`config.mk`:
```
export PLATFORM = sky130hd
export DESIGN_NAME = uart_wrapper
export DESIGN_NICKNAME = d
export VERILOG_FILES = /design/src/uart_pkg.sv /design/src/uart_rx.sv /design/src/uart_tx.sv /design/src/uart_wrapper.sv
export VERILOG_INCLUDE_DIRS = /design/src /design/src/src
export SDC_FILE = /design/constraint.sdc
export NUM_CORES = 1
export LEC_CHECK = 0
export BUFFER_PORTS_ARGS = -buffer_cell sky130_fd_sc_hd__clkbuf_2
export CELL_PAD_IN_SITES_DETAIL_PLACEMENT = 0
export CELL_PAD_IN_SITES_GLOBAL_PLACEMENT = 2
export CORE_MARGIN = 10
export CORE_UTILIZATION = 35
export DETAILED_ROUTE_END_ITERATION = 8
export HOLD_SLACK_MARGIN = 0.08
export PLACE_DENSITY = 0.8
export SETUP_SLACK_MARGIN = 0.05
export SLEW_MARGIN = 40
export SYNTH_ARGS = -nofsm -noshare
export SYNTH_HDL_FRONTEND = slang
export SYNTH_SLANG_ARGS = --single-unit
```
`constraint.sdc`:
```
create_clock -name clk -period 7.1 [get_ports clk]
set_input_delay 1.065 -clock clk [delete_from_list [all_inputs] [get_ports clk]]
set_output_delay 1.065 -clock clk [all_outputs]
set_load 0.01 [all_outputs]
```
`src/uart_config.svh`:
```
// ------------------------------
// UART configuration constants
// Divider width, reset baud divider and register map
// ------------------------------

`ifndef UART_CONFIG_SVH
`define UART_CONFIG_SVH

// The baud divider is wide enough for 9600 baud at a 64 MHz clock
`define UART_DIV_W 13

// Reset divider gives 115200 baud at 64 MHz
`define UART_DIV_RESET 555

// Register offsets inside the peripheral window
`define UART_ADDR_DATA   6'h00  // TX byte on write, RX byte on read
`define UART_ADDR_STATUS 6'h04  // Bit 1 rx valid, bit 0 tx busy
`define UART_ADDR_DIV    6'h08  // Baud divider, cycles per serial bit

`endif

```
`src/uart_pkg.sv`:
```
// ------------------------------
// UART shared types
// Data, divider, bus and FSM state types
// ------------------------------

`default_nettype none

`include "uart_config.svh"

package uart_pkg;

    typedef logic [7:0] uart_byte_t;              // One serial data byte
    typedef logic [`UART_DIV_W-1:0] uart_div_t;   // Clock cycles per serial bit
    typedef logic [5:0] uart_addr_t;              // Register offset in the peripheral

    // Bus access size where 11 is idle, 00 byte, 01 halfword and 10 word
    typedef logic [1:0] bus_size_t;

    typedef enum logic [1:0] {
        tx_st_idle,   // Line held high, waiting for a start pulse
        tx_st_start,  // Driving the start bit
        tx_st_data,   // Shifting out eight data bits
        tx_st_stop    // Driving the stop bit
    } uart_tx_state_t;

    typedef enum logic [1:0] {
        rx_st_idle,   // Waiting for a falling edge
        rx_st_start,  // Re-checking the start bit at half a period
        rx_st_data,   // Sampling data bits at mid-bit
        rx_st_stop    // Sampling the stop bit
    } uart_rx_state_t;

endpackage

`default_nettype wire

```
`src/uart_rx.sv`:
```
// ------------------------------
// UART receiver
// Samples 8N1 frames mid-bit and holds one byte
// ------------------------------

`default_nettype none

module uart_rx (
    input  wire                  clk,
    input  wire                  rst_n,
    input  wire                  rxd,      // Asynchronous serial input
    input  wire                  read,     // Bus read of the data register
    input  wire uart_pkg::uart_div_t  divider,
    output uart_pkg::uart_byte_t rx_data,  // Held byte, meaningful while valid is high
    output logic                 valid,
    output logic                 rts       // High while the holding register is full
);

    import uart_pkg::*;

    logic           rxd_meta;  // First synchronizer stage
    logic           rxd_sync;  // Second stage, safe to use in logic
    logic           rxd_prev;  // Previous synchronized value for edge detection
    logic           fall;
    uart_rx_state_t state;
    uart_div_t      div_q;     // Bit period captured on the start edge
    uart_div_t      half_m1;   // Last count of the half-bit start check
    uart_div_t      bit_cnt;
    logic [2:0]     bit_idx;
    uart_byte_t     shift_q;   // Bits arrive LSB first and enter at the top
    logic           bit_end;
    logic           frame_ok;

    // Line idles high, so the synchronizer resets to a mark to avoid a false start
    always_ff @(posedge clk) begin
        if (!rst_n) begin
            rxd_meta <= 1'b1;
            rxd_sync <= 1'b1;
            rxd_prev <= 1'b1;
        end else begin
            rxd_meta <= rxd;
            rxd_sync <= rxd_meta;
            rxd_prev <= rxd_sync;
        end
    end

    assign fall    = rxd_prev & ~rxd_sync;
    assign half_m1 = (div_q >> 1) - 1'b1;

    // The start check lands at mid-bit, so full periods after it also land mid-bit
    assign bit_end = (state == rx_st_start) ? (bit_cnt == half_m1)
                                            : (bit_cnt == div_q - 1'b1);

    // Stop bit sampled high, so the frame is good
    assign frame_ok = (state == rx_st_stop) && bit_end && rxd_sync;

    always_ff @(posedge clk) begin
        if (!rst_n) begin
            state   <= rx_st_idle;
            bit_cnt <= '0;
            bit_idx <= '0;
        end else begin
            bit_cnt <= (state == rx_st_idle || bit_end) ? '0 : bit_cnt + 1'b1;
            case (state)
                rx_st_idle: if (fall) state <= rx_st_start;
                rx_st_start: begin
                    if (bit_end) begin
                        // A glitch shorter than half a bit goes back to idle
                        state   <= rxd_sync ? rx_st_idle : rx_st_data;
                        bit_idx <= '0;
                    end
                end
                rx_st_data: begin
                    if (bit_end) begin
                        bit_idx <= bit_idx + 1'b1;
                        if (bit_idx == 3'd7) state <= rx_st_stop;
                    end
                end
                rx_st_stop: if (bit_end) state <= rx_st_idle;  // Bad stop bits drop the frame
                default:    state <= rx_st_idle;
            endcase
        end
    end

    always_ff @(posedge clk) begin
        if (state == rx_st_idle && fall) div_q <= divider;  // Divider held for the frame
        if (state == rx_st_data && bit_end) shift_q <= {rxd_sync, shift_q[7:1]};
    end

    // A new byte only lands in an empty holding register
    always_ff @(posedge clk) begin
        if (!rst_n) begin
            valid <= 1'b0;
        end else if (frame_ok && !valid) begin
            valid <= 1'b1;  // A read in this same cycle does not clear it
        end else if (read) begin
            valid <= 1'b0;
        end
    end

    always_ff @(posedge clk) begin
        if (frame_ok && !valid) rx_data <= shift_q;
    end

    assign rts = valid;

endmodule

`default_nettype wire

```
`src/uart_tx.sv`:
```
// ------------------------------
// UART transmitter
// Sends one 8N1 frame per start pulse, LSB first
// ------------------------------

`default_nettype none

module uart_tx (
    input  wire                  clk,
    input  wire                  rst_n,
    input  wire                  start,    // One-cycle request to send tx_data
    input  wire uart_pkg::uart_byte_t tx_data,
    input  wire uart_pkg::uart_div_t  divider,
    output logic                 txd,      // Serial output, idles high
    output logic                 busy      // High from frame start to end of stop bit
);

    import uart_pkg::*;

    uart_tx_state_t state;
    uart_div_t      div_q;     // Bit period captured when the frame begins
    uart_div_t      bit_cnt;   // Cycles spent in the current bit
    logic [2:0]     bit_idx;   // Which data bit is on the line
    uart_byte_t     shift_q;   // Remaining data bits, LSB goes out next
    logic           bit_end;

    // Last cycle of the current bit period
    assign bit_end = (bit_cnt == div_q - 1'b1);

    always_ff @(posedge clk) begin
        if (!rst_n) begin
            state   <= tx_st_idle;
            bit_cnt <= '0;
            bit_idx <= '0;
        end else begin
            case (state)
                tx_st_idle: begin
                    bit_cnt <= '0;
                    if (start) state <= tx_st_start;  // Requests while busy never reach here
                end
                tx_st_start: begin
                    bit_cnt <= bit_end ? '0 : bit_cnt + 1'b1;
                    if (bit_end) begin
                        state   <= tx_st_data;
                        bit_idx <= '0;
                    end
                end
                tx_st_data: begin
                    bit_cnt <= bit_end ? '0 : bit_cnt + 1'b1;
                    if (bit_end) begin
                        bit_idx <= bit_idx + 1'b1;
                        if (bit_idx == 3'd7) state <= tx_st_stop;  // Eighth bit just finished
                    end
                end
                tx_st_stop: begin
                    bit_cnt <= bit_end ? '0 : bit_cnt + 1'b1;
                    if (bit_end) state <= tx_st_idle;  // Busy drops with this edge
                end
                default: state <= tx_st_idle;
            endcase
        end
    end

    // The byte and the bit period are frozen for the whole frame
    always_ff @(posedge clk) begin
        if (state == tx_st_idle && start) begin
            div_q   <= divider;
            shift_q <= tx_data;
        end else if (state == tx_st_data && bit_end) begin
            shift_q <= {1'b0, shift_q[7:1]};  // Next data bit moves to position 0
        end
    end

    always_comb begin
        case (state)
            tx_st_start: txd = 1'b0;
            tx_st_data:  txd = shift_q[0];
            default:     txd = 1'b1;  // Idle and stop bit both drive a mark
        endcase
    end

    assign busy = (state != tx_st_idle);

endmodule

`default_nettype wire

```
`src/uart_wrapper.sv`:
```
// ------------------------------
// UART peripheral top level
// Bus registers around the transmitter and receiver
// ------------------------------

`default_nettype none

`include "uart_config.svh"

module uart_wrapper (
    input  wire                    clk,
    input  wire                    rst_n,
    input  wire [7:0]              ui_in,         // ui_in[7] carries the serial input
    output logic [7:0]             uo_out,        // uo_out[0] txd, uo_out[1] rts
    input  wire uart_pkg::uart_addr_t address,
    input  wire [31:0]             data_in,       // Low 8, 16 or 32 bits valid on a write
    input  wire uart_pkg::bus_size_t  data_write_n,
    input  wire uart_pkg::bus_size_t  data_read_n,
    output logic [31:0]            data_out,
    output logic                   data_ready,
    output logic [1:0]             user_interrupt
);

    import uart_pkg::*;

    logic       wr_en;      // Any write size this cycle
    logic       wr_wide;    // Halfword or word write
    logic       rd_en;
    logic       tx_start;
    logic       rx_read;
    uart_div_t  div_q;      // Programmed cycles per serial bit
    logic       txd;
    logic       tx_busy;
    uart_byte_t rx_data;
    logic       rx_valid;
    logic       rts;

    assign wr_en   = (data_write_n != 2'b11);
    assign wr_wide = (data_write_n == 2'b01) || (data_write_n == 2'b10);
    assign rd_en   = (data_read_n != 2'b11);

    // Writes to the data register start a frame, reads pop the held byte
    assign tx_start = wr_en && (address == `UART_ADDR_DATA);
    assign rx_read  = rd_en && (address == `UART_ADDR_DATA);

    always_ff @(posedge clk) begin
        if (!rst_n) begin
            div_q <= uart_div_t'(`UART_DIV_RESET);
        end else if (address == `UART_ADDR_DIV) begin
            if (wr_en)   div_q[7:0] <= data_in[7:0];  // Byte writes touch only the low part
            if (wr_wide) div_q[`UART_DIV_W-1:8] <= data_in[`UART_DIV_W-1:8];
        end
    end

    uart_tx i_uart_tx (
        .clk     (clk),
        .rst_n   (rst_n),
        .start   (tx_start),
        .tx_data (data_in[7:0]),
        .divider (div_q),
        .txd     (txd),
        .busy    (tx_busy)
    );

    uart_rx i_uart_rx (
        .clk     (clk),
        .rst_n   (rst_n),
        .rxd     (ui_in[7]),
        .read    (rx_read),
        .divider (div_q),
        .rx_data (rx_data),
        .valid   (rx_valid),
        .rts     (rts)
    );

    // Read data depends only on the address, so every read finishes in one cycle
    always_comb begin
        case (address)
            `UART_ADDR_DATA:   data_out = {24'd0, rx_data};
            `UART_ADDR_STATUS: data_out = {30'd0, rx_valid, tx_busy};
            `UART_ADDR_DIV:    data_out = {{(32 - `UART_DIV_W){1'b0}}, div_q};
            default:           data_out = 32'd0;
        endcase
    end

    assign data_ready = 1'b1;

    // Interrupt 1 says a byte can be sent, interrupt 0 says one has arrived
    assign user_interrupt = {~tx_busy, rx_valid};

    assign uo_out = {6'd0, rts, txd};  // Upper pins are not used by this peripheral

endmodule

`default_nettype wire

```
## After elaboration in Yosys (flattened, before gate mapping)

Index checks and enable logic that the tools add are counted.

- Flip-flop bits (word level): 103
- Latch bits: 0
- Bits in writable memories: 0
- Memory bits (read-only): 0
- Input bits: 52
- Output and inout bits: 43
- Word-level logic and storage cells: 111
- Memories: 0

- Add/sub/neg operators: 7
- Multipliers: 0
- Divide/modulo/power cells: 0
- $lt $le $gt $ge: 0
- Equal/unequal tests: 27
- Shift-type cells: 0
- Mux-type cells: 28
- Bitwise operators: 4
- Reduce and logical (&&, ||, !) cells: 28

Operator list:

| cell | count |
|---|---|
| 13-bit equality test | 3 |
| 13-bit case mux with 3 select lines | 1 |
| 13-bit by 1-bit adder with 13-bit output, second input constant | 2 |
| 13-bit case mux with 2 select lines | 1 |
| 13-bit by 1-bit subtractor with 13-bit output, second input constant | 2 |
| 2-bit 2-to-1 mux | 11 |
| 2-bit by 1-bit inequality test with 1-bit output, second input constant | 10 |
| 8-bit 2-to-1 mux | 2 |
| 2-bit case mux with 4 select lines | 2 |
| 13-bit 2-to-1 mux | 1 |
| 12-bit by 1-bit subtractor with 13-bit output, second input constant | 1 |
| 3-bit 2-to-1 mux | 4 |
| 3-bit case mux with 2 select lines | 2 |
| 2-bit equality test, second input constant | 5 |
| 5-bit AND reduction | 2 |
| 2-bit nonzero test | 5 |
| 1-bit logical AND | 9 |
| 3-bit by 1-bit adder with 3-bit output, second input constant | 2 |
| 2-bit by 1-bit equality test with 1-bit output, second input constant | 3 |
| 3-bit equality test, second input constant | 2 |
| 6-bit by 3-bit equality test with 1-bit output, second input constant | 1 |
| 6-bit by 4-bit equality test with 1-bit output, second input constant | 1 |
| 6-bit logical NOT | 1 |
| 3-bit AND reduction | 2 |
| 11 further kinds | 19 |

## Longest topological paths before layout

- Depth after elaboration: 7
- Gate-level depth with buffers: 17
- Gate-level depth less buffers: 13

## By module

A second synthesis with hierarchy kept.

- Cell total of the unflattened synthesis: 556
- Area total of the unflattened synthesis: 5830.6 sq um

By module, submodules not included:

| module | instances | cells each | area each (sq um) | sequential area each (sq um) |
|---|---|---|---|---|
| uart_rx | 1 | 251 | 2750.1 | 1311.3 |
| uart_tx | 1 | 188 | 2073.2 | 991.0 |
| uart_wrapper | 1 | 117 | 1007.2 | 260.2 |

## Least setup slack after synthesis

OpenSTA, ideal clock, no wires.

- Path type: register -> register
- Start point: reg i_uart_rx.state[0]
- End point: reg i_uart_rx.rx_data[0] (enable)
- Setup time: 315 ps
- Data arrival time: 4707 ps
- Required time: 6785 ps
- Setup slack: 2078 ps
- Stages on the path, launching flop included: 15
- Buffers on the path: 4
- Clock period less this slack: 5022 ps
- Cell sequence: dfxtp_1 > ha_1 > clkbuf_1 > buf_1 > buf_1 > mux2i_1 > ha_1 > or4b_1 > buf_2 > or4_1 > a211o_1 > and2_0 > or4_4 > nor4_4 > and4b_2

- Word-level cells in the longest chain between the ends: 5
- Elaborated cells between the ends (all ways): 6
- Classes of those cells: 2 x eq/ne; 1 x mux; 3 x reduce/logical

Ends and longest elaborated chain:

| item | RTL line | source |
|---|---|---|
| start, declared | uart_rx.sv:25 | `uart_rx_state_t state;` |
| start signal, assigned | uart_rx.sv:59 | `state <= rx_st_idle;` |
| start signal, assigned | uart_rx.sv:65 | `rx_st_idle: if (fall) state <= rx_st_start;` |
| start signal, assigned | uart_rx.sv:69 | `state <= rxd_sync ? rx_st_idle : rx_st_data;` |
| 2-bit by 1-bit equality test with 1-bit output | uart_rx.sv:51 | `assign bit_end = (state == rx_st_start) ? (bit_cnt == half_m1)` |
| 1-bit 2-to-1 mux | uart_rx.sv:51 |  |
| 1-bit logical AND (*) (2 in series) | uart_rx.sv:55 | `assign frame_ok = (state == rx_st_stop) && bit_end && rxd_sync;` |
| 1-bit logical AND (*) | uart_rx.sv:102 | `if (frame_ok && !valid) rx_data <= shift_q;` |
| end signal, assigned | uart_rx.sv:102 |  |
| end, declared | uart_rx.sv:14 | `output uart_pkg::uart_byte_t rx_data,` |

Every way passes the cells marked *; elsewhere a longest branch is shown, timed or not.
A chain may end at the register's enable or synchronous reset.

## Worst setup path in the final report

- Start point: reg i_uart_rx.state[0]
- End point: reg i_uart_rx.rx_data[1] (enable)

Same word-level chain as after synthesis.

==> results_dict.tcl <==
set metrics [dict create \
    p_leak_nw 2.379 \
    synthToLayoutAreaGrowth_pct 9.132 \
    firstDrtPassIters 4 \
    final_common_cell "nor2_1" \
    hpwl_um 10210 \
    layout.nets 706 \
    synth-edff-count 50 \
    yosys.area.top_type "edfxtp_1" \
    grt_pass1_vias 4311 \
    critPathLaunchType "flop" \
    setup-tns-final_ns 0 \
    seqPwrFrac_pct 49.6 \
    swShare_pct 27.43 \
    fp.coreArea_sq_um 16060 \
    grt_max_degree 28 \
    clk_latency_ns 0.35 \
    die-width_um 148.7 \
    cp.arrival_ns 5.05 \
    endpoint "i_uart_rx.rx_data[1]" \
    final_cell_mix "nor2_1 (66), nand2_1 (65), dfxtp_1 (53), edfxtp_1 (50), clkbuf_2 (42)" \
    yosys_register_bits 103 \
    grt_util_all_layers_pct 12.20 \
    max_cap_viol_count 0 \
    slew_viol_final 0 \
    die_area_sq_um 22110 \
    cts_root_buffer "clkbuf_16" \
    grt_pass1_wl_um 21870 \
    p_sw_mw 0.3557 \
    cp-startpoint "i_uart_rx.state[0]" \
    final.setup.worst_slack_ns 2.080 \
    setup_violations 0 \
    hold_path_class "flop to flop" \
    async_reset_ff_share_pct 0 \
    numPortBuffers 42 \
    drt-initial-drc-count 312 \
    r2r-start "i_uart_rx.state[0]" \
    crit_fanout 16 \
    post_cts_resized 0 \
    antenna_found_initial 0 \
    synth_ff_type "dfxtp_1" \
    cts_tree "yes" \
    crit_type "flop to flop" \
    routed-via-count 4368 \
    pwr-share-comb_pct 15.2 \
    worstRegToRegCells 10 \
    via_per_inst 5.091 \
    syn_area_sq_um 5796 \
    drive_gt1_share_pct 11.53 \
    clock_path_buffers 2 \
    fp-row-count 46 \
    cp.required_ns 7.13 \
    finalHoldViolCount 0 \
    synth_seq_area_share_pct 44.21 \
    ys_warn_count 0 \
    postCtsSetupRepairBufs 0 \
    netlist.area_leader.share_pct 25.91 \
    endpoint_kind "flop" \
    outcome "finished, final reports clean" \
    cellInternalPower_mw 0.9414 \
    period_share_pct 70.70 \
    slew_headroom_pct 56.14 \
    globalplace.congestion 0.8340 \
    synth_area_leaders "edfxtp_1 (26%), dfxtp_1 (18%), mux2i_1 (4.3%), nor2_1 (4.3%), nand2_1 (4.2%)" \
    cts_buffers 9 \
    synthCells 612 \
    p_clk_share_pct 35.2 \
    cts_sinks 103 \
    initial_core_util_pct 36.09 \
    power_density_nw_per_um2 205.1 \
    wirelength_um 13500 \
    antenna_cells 0 \
    syn_area_per_cell_sq_um 9.470 \
    rr_endpoint "i_uart_rx.rx_data[1]" \
    ys_types 68 \
    htreeDepth 3 \
    die_y_um 148.7 \
    clock.fmax_mhz 199.2 \
    cts.reportedPaths.clkPinSlew_ns 0.07 \
    ctsHoldBuffers 0 \
    ir_worst_vdd_mv 0.1486 \
    grt_overflow 0 \
    ant_nets 0 \
    tightest_slew_ns 0.6539 \
    pre_cts_slack_ns 2.048 \
    skew_ns 0.006348 \
    r2r_slack_ns 2.08 \
    drcViolationCount 0 \
    top_level_ports 95 \
    wl_per_cell_um 15.74 \
    period_minus_slack_ns 5.020 \
    grt_setup_unrepaired "false" \
]
[registers in the layout, summed over array words and instances, names as in the netlist, 8 cells and up, named ones only]
signal / flops
i_uart_rx.bit_cnt: 13
i_uart_rx.div_q: 13
div_q: 13
i_uart_tx.bit_cnt: 13
i_uart_tx.div_q: 13
i_uart_rx.shift_q: 8
i_uart_rx.rx_data: 8
i_uart_tx.shift_q: 8
[how the worst min path moves through the flow]
stage	cells past startpoint	from	endpoint
6_report	1	i_uart_rx.rxd_meta	i_uart_rx.rxd_sync
3_3_place_gp	1	i_uart_rx.rxd_meta	i_uart_rx.rxd_sync
3_5_place_dp	1	i_uart_rx.rxd_meta	i_uart_rx.rxd_sync
5_1_grt	1	i_uart_rx.rxd_meta	i_uart_rx.rxd_sync
4_1_cts	1	i_uart_rx.rxd_meta	i_uart_rx.rxd_sync
2_1_floorplan	1	i_uart_rx.rxd_meta	i_uart_rx.rxd_sync
[cells in the mapped netlist, drive strengths merged (17+ instances only)]
library cell and number:
xnor2 24, clkbuf 19, edfxtp 50, nand3 21, nor2 66, xor2 23
buf 35, nand2 65, dfxtp 53, ha 17, mux2i 25, inv 21
[metal layers]
metal / up-vias / routed length [um] / GRT usage (%)
met5: - / 0 / 0
met4: 0 / 278 / 4.559
met3: 23 / 948 / 3.428
met2: 132 / 6090 / 19.30
met1: 2031 / 6185 / 15.46
li1: 2182 / - / -
[cells by family (layout without fill, tap and decap cells)]
logic type	Yosys count	in the layout	share of synthesized area [%]
simple gates	260	260	22.99
flops	103	103	44.21
compound gates	80	80	10.34
buf+inv	77	83	7.038
xor+xnor	47	47	7.103
mux	26	26	4.512
fa+ha+maj	17	17	3.670
other cells	2	26	0.1296
[worst max-delay path, stage by stage (launching register included)]
cell     delay (ns)
dfxtp_1        0.43
ha_1           0.54
mux2i_1        0.34
ha_1           0.29
or4b_1         0.58
or4_1          0.55
a211o_1        0.32
and2_0         0.17
or4_4          0.50
nor4_4         0.49
and4b_2        0.47
[cell type report]
| type | count | area, sq um |
|---|---|---|
| fillers | 1617 | 9733 |
| clock buffers | 11 | 232.7 |
| multi-input cells | 456 | 2915 |
| flip-flops and latches | 103 | 2562 |
| clock inverters | 5 | 32.53 |
| repair buffers | 44 | 225.2 |
| inverters | 23 | 86.33 |
| well taps | 216 | 270.3 |
[metrics by stage]
step                util [%]  hold WS, ns  instances  power [mW]  instance area [sq um]
floorplan                  -       0.3863        636      0.8124                   5886
global placement       37.74       0.3894        842      0.8496                   6060
detailed placement     37.74       0.3969        842      0.8523                   6060
CTS                    39.39       0.4134        858       1.309                   6325
global route           39.39       0.4351        858       1.362                   6325
finish                 39.39       0.4135        858       1.297                   6325
[power by group through the flow]
stage	clock (mW)	sequential (mW)	combinational, mW
after floorplan	0	0.651	0.161
after global placement	0	0.656	0.193
after detailed placement	0	0.657	0.195
after CTS	0.469	0.643	0.196
after global routing	0.498	0.645	0.219
final	0.456	0.644	0.197
Power figures use the tool's default switching activity.
